--- config.mk ---
export PLATFORM = sky130hd
export DESIGN_NAME = system_bus
export DESIGN_NICKNAME = d
export VERILOG_FILES = /design/src/computer_pkg.sv /design/src/system_bus.sv
export SDC_FILE = /design/constraint.sdc
export NUM_CORES = 1
export LEC_CHECK = 0
export BUFFER_PORTS_ARGS = -buffer_cell sky130_fd_sc_hd__buf_4
export CAP_MARGIN = 20
export CORE_MARGIN = 2
export CORE_UTILIZATION = 32
export CTS_CLUSTER_DIAMETER = 50
export CTS_CLUSTER_SIZE = 25
export DETAILED_ROUTE_END_ITERATION = 7
export PLACE_DENSITY = 0.79
export SKIP_LAST_GASP = 1
export SYNTH_ARGS = -nofsm -noshare
export SYNTH_HDL_FRONTEND = slang
export SYNTH_SLANG_ARGS = --single-unit
--- constraint.sdc ---
create_clock -name clk -period 0.9 [get_ports clk]
set_input_delay 0.18 -clock clk [delete_from_list [all_inputs] [get_ports clk]]
set_output_delay 0.18 -clock clk [all_outputs]
set_load 0.05 [all_outputs]
--- src/computer_pkg.sv ---
package computer_pkg;

    localparam int DATA_WIDTH = 8;
    localparam int ADDR_WIDTH = 16;

    typedef logic [DATA_WIDTH-1:0] data_t;
    typedef logic [ADDR_WIDTH-1:0] addr_t;

    // Memory map
    localparam addr_t RESET_VECTOR = 16'hF000;     // Start of program ROM
    localparam addr_t UART_BASE    = 16'hE000;
    localparam addr_t LED_ADDR     = 16'hE004;
    localparam logic [1:0] UART_STATUS = 2'd1;
    localparam logic [1:0] UART_DATA   = 2'd2;

    // Serial timing
    localparam int CLKS_PER_BIT = 8;
    localparam int BAUD_WIDTH   = $clog2(CLKS_PER_BIT);

    // Zero is NOP so unused ROM space runs through harmlessly
    typedef enum logic [7:0] {
        NOP   = 8'h00,
        LDI   = 8'h01,
        LDA   = 8'h02,
        STA   = 8'h03,
        MOVBA = 8'h04,
        ADD   = 8'h05,
        SUB   = 8'h06,
        JMP   = 8'h07,
        JZ    = 8'h08,
        JNZ   = 8'h09
    } opcode_e;

    typedef enum logic [2:0] {FETCH, DECODE, OPER_LO, OPER_HI, MEM_READ, EXECUTE} cpu_state_e;

    typedef struct packed {
        addr_t addr;
        data_t wdata;
        logic  read;
        logic  write;
    } mem_req_t;

    typedef struct packed {
        logic zero;
        logic carry;
        logic negative;
    } flags_t;

    typedef struct packed {
        logic [DATA_WIDTH-3:0] pad;
        logic                  tx_busy;
        logic                  rx_valid;   // Bit 0
    } uart_status_t;

endpackage
--- src/system_bus.sv ---
module system_bus (
    input  logic                   clk,
    input  logic                   rst_n_i,
    input  computer_pkg::mem_req_t req_i,
    input  computer_pkg::data_t    ram_rdata_i,
    input  computer_pkg::data_t    rom_rdata_i,
    input  computer_pkg::data_t    uart_rdata_i,
    output logic                   ram_we_o,
    output logic                   uart_sel_o,
    output computer_pkg::data_t    rdata_o,
    output computer_pkg::data_t    output_port_o
);
    import computer_pkg::*;

    typedef struct packed {
        logic ram;
        logic rom;
        logic uart;
    } dev_sel_t;

    dev_sel_t sel;
    dev_sel_t rd_sel_q;   // Owner of the read data in this cycle
    logic     led_sel;
    data_t    uart_q;
    data_t    port_q;

    // Address decode
    always_comb begin
        sel.ram  = (req_i.addr[ADDR_WIDTH-1 -: 3] == 3'b000);       // 0000-1FFF
        sel.rom  = (req_i.addr[ADDR_WIDTH-1 -: 4] == 4'hF);         // F000-FFFF
        sel.uart = (req_i.addr[ADDR_WIDTH-1:2] == UART_BASE[ADDR_WIDTH-1:2]);
        led_sel  = (req_i.addr == LED_ADDR);
    end

    assign ram_we_o   = req_i.write && sel.ram;
    assign uart_sel_o = sel.uart;

    always_ff @(posedge clk or negedge rst_n_i) begin
        if (!rst_n_i) begin
            rd_sel_q <= '0;
            port_q   <= '0;
        end else begin
            rd_sel_q <= req_i.read ? sel : '0;
            if (req_i.write && led_sel) port_q <= req_i.wdata;
        end
    end

    // Matches the one-cycle latency of the memories
    always_ff @(posedge clk) begin
        uart_q <= uart_rdata_i;
    end

    always_comb begin
        rdata_o = '0;   // Unmapped reads
        if (rd_sel_q.ram)       rdata_o = ram_rdata_i;
        else if (rd_sel_q.rom)  rdata_o = rom_rdata_i;
        else if (rd_sel_q.uart) rdata_o = uart_q;
    end

    assign output_port_o = port_q;

endmodule

==> summary.txt, run 1 <==
Hold Crit Class -> in -> reg
Ant diodes -> 0
Violated checks -> setup timing
Required time worst endpoint -> 720 ps
# setup viols final -> 26
Final Net Count -> 217
Post-synth net total -> 123
Avg Vias per Cell -> 4.74
Final min period -> 1550 ps
Ys Warns -> 0
Final ANT Viol Nets -> 0
End of the worst register-to-register path -> output_port_o[3]
Worst setup margin -> -645 ps
Sequential share of the synthesized area -> 0.567
First-pass GRT wire length -> 4.24 mm
Core area -> 2230 sq um
Reg2reg setup slack -> -20 ps
Worst setup path startpoint -> rd_sel_q[0]
Layout cells sized above 1 -> 0.738
Vias in the first global route -> 962
Max-cap violations -> 0
CTS tree -> built
Reg2reg path depth -> 2
Total CTS buffers -> 3
#FFs+latches synth -> 19
Worst-Skew Late Latency -> 290 ps
Final HPWL DP -> 1.74 mm
Final GP Congestion -> 0.667
Tcrit/Tclk final -> 1.72
Crit path DAT -> 1370 ps
Post-route setup TNS -> -10310 ps
Worst setup EP type -> output pin
Post-synth cell types -> 17
R2r startpoint -> output_port_o[3]
DR iter-0 viols -> 4
CTS Root Cell -> clkbuf_4
Status -> finished, violations left
Routed len/inst -> 14.1 um
Worst VDD drop -> 0.814 mV
Via count -> 911
Post-Route WL -> 2.71 mm
Largest net degree at the start of global routing -> 13
Seq. cell area -> 437 sq um
Total power -> 1690 uW
CTS H-tree lvls -> 1
# IOs -> 70
Critical path startpoint category -> flip-flop
Std cell rows -> 17
Leakage -> 0.000868 uW
Initial antenna violation count -> 0
F_max -> 647 MHz
Clk sinks -> 19
GRT overflow -> 0
First-pass DRT Iterations -> 4
Mapped Area -> 768 sq um
DIE HEIGHT -> 53.0 um
Critical Path Sink -> rdata_o[7]
Crit path kind -> reg -> out
# fillers -> 131
Clock Skew -> 0 ps
Effective utilization at floorplan -> 0.344
Die width -> 53.0 um
Final slew viol count -> 0
Layout overhead on the synthesized area -> 142%
Clock buffer depth -> 2
Global-route usage over all layers -> 0.210
Worst Tran Pin Value -> 226 ps
Relative slew slack -> 0.848
IO Port Bufs -> 69
Worst-path fanout max -> 6
Multi-input gate area -> 548 sq um
Cells after Synth -> 71
RSZ-0062 raised after global routing -> true
Die area -> 2810 sq um
Syn Area/Cell -> 10.8 sq um
Pwr dens -> 908 nW/um^2
Clk slew on worst S/H paths -> 120 ps
Final hold violations -> 0
DRC viols -> 0
==> repair_timing <==
action	in CTS	in global routing
hold buffers	9	0
setup endpoints to repair	26	27
buffers inserted	2	3
endpoints found under the hold margin	19	0
pin swaps	13	4
gates resized for setup	39	6
==> synthesized netlist by cell type <==
| cell type | number | area [sq um] |
|---|---|---|
| dfrtp_1 | 11 | 275 |
| a21oi_1 | 2 | 10.0 |
| nor2b_1 | 1 | 6.26 |
| nand4_1 | 1 | 6.26 |
| clkbuf_1 | 2 | 7.51 |
| nor4_1 | 2 | 12.5 |
| nor3_1 | 1 | 5.00 |
| nand2_1 | 11 | 41.3 |
| and3_1 | 1 | 6.26 |
| a22oi_1 | 6 | 45.0 |
| and3_2 | 1 | 7.51 |
| nor4_4 | 1 | 21.3 |
| and2_1 | 3 | 18.8 |
| o21ai_0 | 8 | 40.0 |
| dfxtp_1 | 8 | 160 |
| nor2_1 | 4 | 15.0 |
| mux2_2 | 8 | 90.1 |
==> worst min-delay path by stage <==
stage	from	end	cells past startpoint
2_1_floorplan	rst_n_i	output_port_o[0]	0
3_3_place_gp	rst_n_i	output_port_o[5]	1
3_5_place_dp	rst_n_i	output_port_o[7]	1
4_1_cts	req_i[6]	output_port_o[4]	2
5_1_grt	req_i[9]	output_port_o[7]	2
6_report	req_i[9]	output_port_o[7]	2
==> critical path, stage by stage, from the launching register on <==
cell and delay [ps]:
dfrtp_1 400, nor2b_4 270, a22oi_2 100, o21ai_4 140
buf_6 170
==> kinds of logic after synthesis <==
| group | share of synthesized area |
|---|---|
| buffers and inverters | 0.00978 |
| DFF | 0.567 |
| AOI/OAI and AO/OA | 0.124 |
| and+or+nand+nor | 0.182 |
| muxes | 0.117 |
==> cells in the final DEF (no fill, tap or decap) <==
| master | instances |
|---|---|
| a21oi_2 | 1 |
| a21oi_4 | 1 |
| a22oi_2 | 6 |
| and2_1 | 2 |
| and2_4 | 1 |
| and3_1 | 1 |
| and3_2 | 1 |
| buf_4 | 57 |
| buf_6 | 21 |
| buf_8 | 4 |
| clkbuf_4 | 3 |
| clkinv_2 | 1 |
| dfrtp_1 | 10 |
| dfrtp_2 | 1 |
| dfxtp_1 | 8 |
| dlygate4sd3_1 | 9 |
| mux2_2 | 1 |
| mux2_4 | 7 |
| nand2_1 | 11 |
| nand4_1 | 1 |
| nor2_1 | 1 |
| nor2_2 | 1 |
| nor2_4 | 2 |
| nor2b_4 | 1 |
| nor3_4 | 1 |
| nor4_4 | 3 |
| o21ai_2 | 1 |
| o21ai_4 | 7 |
==> power breakdown <==
part	leakage, uW	switching [uW]	internal [uW]	total, uW
combinational	0.000631	146	234	380
clock	0.0000177	264	165	429
sequential	0.000219	12.0	869	881
total	0.000868	422	1270	1690
==> cell type report <==
| type | count | area share |
|---|---|---|
| timing repair buffer | 91 | 0.437 |
| multi-input combinational | 50 | 0.294 |
| sequential | 19 | 0.235 |
| tap | 28 | 0.0188 |
| clock buffer | 3 | 0.0121 |
| clock inverter | 1 | 0.00269 |
==> metrics by stage <==
| step | util | cell area [sq um] | hold slack (ps) | cells | setup slack (ps) |
|---|---|---|---|---|---|
| after floorplan | - | 925 | -116 | 71 | -670 |
| after global placement | 0.679 | 1520 | 15.5 | 174 | -769 |
| after detailed placement | 0.679 | 1520 | 19.3 | 174 | -813 |
| after CTS | 0.810 | 1810 | 104 | 189 | -654 |
| after global routing | 0.834 | 1860 | 78.1 | 192 | -744 |
| final | 0.834 | 1860 | 105 | 192 | -645 |
==> flip-flops by register name (all words and copies together) (netlist names) <==
register / flops
output_port_o: 8
rd_sel_q: 3
uart_q: 8
==> per-layer routing <==
| layer | global-route usage | share of wire | vias up |
|---|---|---|---|
| li1 | - | - | 440 |
| met1 | 0.225 | 0.36 | 414 |
| met2 | 0.388 | 0.52 | 55 |
| met3 | 0.0650 | 0.11 | 2 |
| met4 | 0.0684 | 0.0085 | 0 |
| met5 | 0 | 0 | - |
No activity file was read; power rests on OpenSTA's default activity.
==> inputs of run 2 (changes only) <==
--- a/config.mk
+++ b/config.mk
@@ -7,12 +7,14 @@
 export LEC_CHECK = 0
 export BUFFER_PORTS_ARGS = -buffer_cell sky130_fd_sc_hd__buf_4
 export CAP_MARGIN = 20
+export CELL_PAD_IN_SITES_DETAIL_PLACEMENT = 1
+export CELL_PAD_IN_SITES_GLOBAL_PLACEMENT = 1
 export CORE_MARGIN = 2
-export CORE_UTILIZATION = 32
+export CORE_UTILIZATION = 22
 export CTS_CLUSTER_DIAMETER = 50
 export CTS_CLUSTER_SIZE = 25
 export DETAILED_ROUTE_END_ITERATION = 7
-export PLACE_DENSITY = 0.79
+export PLACE_DENSITY = 0.8
 export SKIP_LAST_GASP = 1
 export SYNTH_ARGS = -nofsm -noshare
 export SYNTH_HDL_FRONTEND = slang
==> summary.txt, run 2 (same netlist as run 1, synthesis figures left out) <==
Core area -> 3340 sq um (was 2230 sq um)
Hold Path Stages -> 2 (unchanged)
CP bufs+invs -> 1 (unchanged)
Multi-input gate area -> 553 sq um (was 548 sq um)
Critical path startpoint category -> flip-flop (unchanged)
Crit path depth -> 4 (unchanged)
Critical Path Slowest Stage Cell -> dfrtp_2 (was dfrtp_1)
Final ANT Viol Nets -> 0 (unchanged)
CTS Root Cell -> clkbuf_4 (unchanged)
Post-Route WL -> 3.32 mm (was 2.71 mm)
Final slew viol count -> 0 (unchanged)
First-pass GRT wire length -> 5.46 mm (was 4.24 mm)
Violated checks -> setup timing (unchanged)
Final Net Count -> 218 (was 217)
Die area -> 3980 sq um (was 2810 sq um)
Avg Vias per Cell -> 4.50 (was 4.74)
Worst setup EP type -> output pin (unchanged)
# IOs -> 70 (unchanged)
Combinational share of power -> 0.227 (was 0.225)
Layout Cells excl Fill -> 211 (was 192)
RSZ-0062 raised after global routing -> true (unchanged)
Leakage -> 0.000871 uW (was 0.000868 uW)
Layout overhead on the synthesized area -> 150% (was 142%)
Clk slew on worst S/H paths -> 100 ps (was 120 ps)
Relative slew slack -> 0.844 (was 0.848)
GRT overflow -> 0 (unchanged)
First-pass DRT Iterations -> 2 (was 4)
Required time worst endpoint -> 720 ps (about the same)
Total CTS buffers -> 3 (unchanged)
Status -> finished, violations left (unchanged)
Clock power share -> 0.248 (was 0.254)
R2r startpoint -> output_port_o[6] (was output_port_o[3])
Worst-Skew Late Latency -> 280 ps (was 290 ps)
CP cell instances -> nor2b_4, a22oi_2, o21ai_4, buf_6 (unchanged)
Internal -> 1280 uW (was 1270 uW)
Switching share of total power -> 0.243 (was 0.250)
Critical Path Sink -> rdata_o[4] (was rdata_o[7])
Clk sinks -> 19 (unchanged)
CTS H-tree lvls -> 1 (unchanged)
Worst setup margin -> -680 ps (was -645 ps)
# fillers -> 354 (was 131)
Clock buffer depth -> 2 (unchanged)
Hold Crit Class -> in -> reg (unchanged)
DRC viols -> 0 (unchanged)
Seq pwr share -> 0.525 (was 0.521)
Die width -> 63.1 um (was 53.0 um)
Worst-path fanout max -> 6 (unchanged)
DR iter-0 viols -> 6 (was 4)
Post-Place Cells -> 193 (was 174)
IO Port Bufs -> 69 (unchanged)
Final hold violations -> 0 (unchanged)
Std cell rows -> 21 (was 17)
Family with the most delay on the worst path -> flip-flops (unchanged)
Largest net degree at the start of global routing -> 13 (unchanged)
Crit path DAT -> 1400 ps (was 1370 ps)
Pwr dens -> 878 nW/um^2 (was 908 nW/um^2)
Final HPWL DP -> 2.40 mm (was 1.74 mm)
Reg2reg path depth -> 2 (unchanged)
Post-route setup TNS -> -10500 ps (was -10310 ps)
Final GP Congestion -> 0.778 (was 0.667)
Tcrit/Tclk final -> 1.76 (was 1.72)
Reg2reg setup slack -> -20 ps (about the same)
NetSw -> 408 uW (was 422 uW)
Seq. cell area -> 438 sq um (was 437 sq um)
Commonest non-fill, non-tap cells in the layout -> buf_4, buf_6, nand2_1, dlygate4sd3_1, dfrtp_1 (was buf_4, buf_6, nand2_1)
Final min period -> 1580 ps (was 1550 ps)
Crit path kind -> reg -> out (unchanged)
Final hold slack -> 120 ps (was 105 ps)
Layout cells sized above 1 -> 0.758 (was 0.738)
Vias in the first global route -> 1146 (was 962)
Worst VDD drop -> 0.488 mV (was 0.814 mV)
Ant diodes -> 0 (unchanged)
Max-cap violations -> 0 (unchanged)
CTS tree -> built (unchanged)
F_max -> 633 MHz (was 647 MHz)
Slowest stage delay, CP -> 460 ps (was 400 ps)
Initial antenna violation count -> 0 (unchanged)
Effective utilization at floorplan -> 0.230 (was 0.344)
# setup viols final -> 27 (was 26)
Total power -> 1680 uW (was 1690 uW)
Most common cell after layout, fill and taps aside -> buf_4 (unchanged)
Worst setup path startpoint -> rd_sel_q[1] (was rd_sel_q[0])
DIE HEIGHT -> 63.1 um (was 53.0 um)
Global-route usage over all layers -> 0.177 (was 0.210)
End of the worst register-to-register path -> output_port_o[6] (was output_port_o[3])
Via count -> 950 (was 911)
Clock Skew -> 0 ps (unchanged)
Routed len/inst -> 15.8 um (was 14.1 um)
Worst Tran Pin Value -> 234 ps (was 226 ps)
run 2: cell types whose count changed in the layout (fill, tap and decap cells not counted), sizes merged:
| cell | delta |
|---|---|
| buf | +1 |
| clkbuf | +1 |
| clkinv | -1 |
run 2: cell type report:
type                    count  area share
repair buffers             92       0.439
multi-input cells          50       0.289
flip-flops and latches     19       0.228
well taps                  46      0.0300
clock buffers               4      0.0137
run 2: stage by stage:
| step | area, sq um | worst slack (ps) | util |
|---|---|---|---|
| floorplan | 925 | -670 | - |
| global placement | 1560 | -749 | 0.467 |
| detailed placement | 1560 | -801 | 0.467 |
| CTS | 1870 | -698 | 0.561 |
| global route | 1920 | -754 | 0.574 |
| finish | 1920 | -680 | 0.574 |
run 2: how the worst min path moves through the flow:
stage,endpoint,slack [ps],from
after CTS,rd_sel_q[2],110,req_i[1]
after global placement,output_port_o[0],20,rst_n_i
final,rd_sel_q[2],120,req_i[1]
after detailed placement,output_port_o[2],20,rst_n_i
after global routing,rd_sel_q[2],110,req_i[1]
after floorplan,output_port_o[0],-120,rst_n_i
run 2: metal layers:
layer / share of wire / GRT usage / vias up / wire (um)
li1: - / - / 443 / -
met1: 0.28 / 0.153 / 452 / 936
met2: 0.63 / 0.384 / 47 / 2090
met3: 0.058 / 0.0357 / 8 / 192
met4: 0.031 / 0.0583 / 0 / 102
met5: 0 / 0 / - / 0
run 2: power by group through the flow:
stage	clock network (uW)	registers [uW]	logic, uW
global placement	0	899	292
CTS	431	885	371
detailed placement	0	901	304
floorplan	0	899	79.3
global route	468	887	408
finish	417	884	383
run 2: timing repair:
item | CTS | global route
setup endpoints to repair | 27 | 27
hold buffers | 9 | 0
endpoints found under the hold margin | 19 | 0
setup buffers | 2 | 2
pin swaps | 19 | 6
cloned | 1 | 0
gates resized for setup | 46 | 6
==> inputs of run 3 (changes only) <==
==> constraint.sdc (replaced) <==
create_clock -name clk -period 0.9 [get_ports clk]
set_input_delay 0.18 -clock clk [delete_from_list [all_inputs] [get_ports clk]]
set_output_delay 0.18 -clock clk [all_outputs]
set_load 0.1 [all_outputs]
==> summary.txt, run 3 (same netlist as run 1, synthesis figures left out) <==
Final Net Count -> 220 (was 218)
DR iter-0 viols -> 14 (was 6)
Routed len/inst -> 15.6 um (was 15.8 um)
Final hold violations -> 0 (unchanged)
Worst VDD drop -> 0.599 mV (was 0.488 mV)
Std cell rows -> 21 (unchanged)
Worst setup margin -> -732 ps (was -680 ps)
R2r startpoint -> output_port_o[3] (was output_port_o[6])
Required time worst endpoint -> 720 ps (about the same)
Status -> finished, violations left (unchanged)
Layout cells sized above 1 -> 0.749 (was 0.758)
Worst setup path startpoint -> rd_sel_q[1] (unchanged)
Worst Tran Pin Value -> 225 ps (was 234 ps)
DRC viols -> 0 (unchanged)
# IOs -> 70 (unchanged)
Post-route setup TNS -> -10930 ps (was -10500 ps)
Vias in the first global route -> 1116 (was 1146)
Global-route usage over all layers -> 0.176 (was 0.177)
End of the worst register-to-register path -> output_port_o[3] (was output_port_o[6])
Clock buffer depth -> 2 (unchanged)
First-pass GRT wire length -> 5.42 mm (was 5.46 mm)
Reg2reg setup slack -> -50 ps (was -20 ps)
Final instance area -> 2090 sq um (was 1920 sq um)
Max-cap violations -> 0 (unchanged)
IO Port Bufs -> 69 (unchanged)
Critical path startpoint category -> flip-flop (unchanged)
GRT overflow -> 0 (unchanged)
Critical Path Sink -> rdata_o[1] (was rdata_o[4])
Layout overhead on the synthesized area -> 172% (was 150%)
Ant diodes -> 0 (unchanged)
Die area -> 3980 sq um (unchanged)
CTS tree -> built (unchanged)
Most common cell after layout, fill and taps aside -> buf_4 (unchanged)
Avg Vias per Cell -> 4.42 (was 4.50)
Final min period -> 1630 ps (was 1580 ps)
# setup viols final -> 27 (unchanged)
Final slew viol count -> 0 (unchanged)
DIE HEIGHT -> 63.1 um (unchanged)
Reg2reg path depth -> 2 (unchanged)
Commonest non-fill, non-tap cells in the layout -> buf_4, buf_12, buf_6 (was buf_4, buf_6, nand2_1, dlygate4sd3_1, dfrtp_1)
Clk slew on worst S/H paths -> 100 ps (about the same)
Crit path depth -> 4 (unchanged)
Post-Route WL -> 3.33 mm (was 3.32 mm)
Hold Crit Class -> in -> reg (unchanged)
Final HPWL DP -> 2.39 mm (was 2.40 mm)
Effective utilization at floorplan -> 0.230 (unchanged)
CTS Root Cell -> clkbuf_4 (unchanged)
Final ANT Viol Nets -> 0 (unchanged)
CTS H-tree lvls -> 1 (unchanged)
Slowest stage delay, CP -> 450 ps (was 460 ps)
Clock Skew -> 0 ps (unchanged)
Placed cell areas -> 1630 sq um (was 1560 sq um)
Worst-path fanout max -> 6 (unchanged)
Violated checks -> setup timing (unchanged)
Total CTS buffers -> 3 (unchanged)
Family with the most delay on the worst path -> flip-flops (unchanged)
Total power -> 1760 uW (was 1680 uW)
Pwr dens -> 841 nW/um^2 (was 878 nW/um^2)
Tcrit/Tclk final -> 1.81 (was 1.76)
RSZ-0062 raised after global routing -> true (unchanged)
Largest net degree at the start of global routing -> 13 (unchanged)
F_max -> 613 MHz (was 633 MHz)
Crit path DAT -> 1450 ps (was 1400 ps)
Initial antenna violation count -> 0 (unchanged)
Worst-Skew Late Latency -> 280 ps (about the same)
First-pass DRT Iterations -> 3 (was 2)
CP cell instances -> nor2b_4, a22oi_2, o21ai_4, buf_12 (was nor2b_4, a22oi_2, o21ai_4, buf_6)
Core area -> 3340 sq um (unchanged)
Final hold slack -> 118 ps (was 120 ps)
Critical Path Slowest Stage Cell -> dfrtp_2 (unchanged)
Crit path kind -> reg -> out (unchanged)
Worst setup EP type -> output pin (unchanged)
Die width -> 63.1 um (unchanged)
CP bufs+invs -> 1 (unchanged)
Leakage -> 0.000916 uW (was 0.000871 uW)
Via count -> 941 (was 950)
Post-layout util -> 0.626 (was 0.574)
Clk sinks -> 19 (unchanged)
Relative slew slack -> 0.850 (was 0.844)
Final GP Congestion -> 0.740 (was 0.778)
-- run 3: cell count changes in the layout (fill, tap and decap cells not counted), sizes merged --
cell and delta:
buf +2
-- run 3: routing by layer --
metal / track usage / vias to the layer above / share of wire
met4: 0.0333 / 0 / 0.0057
met2: 0.372 / 41 / 0.61
met3: 0.0357 / 2 / 0.056
met5: 0 / - / 0
li1: - / 446 / -
met1: 0.170 / 452 / 0.32
-- run 3: how the worst min path moves through the flow --
| stage | slack, ps | startpoint | to | cells past startpoint |
|---|---|---|---|---|
| 6_report | 120 | req_i[4] | output_port_o[2] | 2 |
| 5_1_grt | 100 | req_i[4] | output_port_o[2] | 2 |
| 4_1_cts | 110 | req_i[7] | output_port_o[5] | 2 |
| 3_5_place_dp | 20 | rst_n_i | output_port_o[6] | 1 |
| 3_3_place_gp | 20 | rst_n_i | output_port_o[7] | 1 |
| 2_1_floorplan | -120 | rst_n_i | output_port_o[0] | 0 |
-- run 3: per-stage QoR --
stage	worst slack (ps)	instances
finish	-732	213
global route	-786	213
CTS	-714	211
detailed placement	-775	196
global placement	-741	196
floorplan	-709	71
-- run 3: repair_timing --
action,4_1_cts,5_1_grt
pin swaps,16,5
resized for setup,72,5
endpoints found under the setup margin,27,27
hold endpoints to repair,19,0
hold buffers,9,0
setup buffers,2,2
-- run 3: final cells by class --
cell class                 count  area (sq um)
timing repair buffer          94          1010
sequential                    19           438
clock buffer                   4          26.3
multi-input combinational     50           556
tap                           46          57.6
fill                         338          1250
-- run 3: report_power, final --
group | switching, uW | leakage [uW] | internal [uW]
Sequential | 10.9 | 0.000218 | 869
Combinational | 198 | 0.000683 | 265
Clock | 241 | 0.0000150 | 172
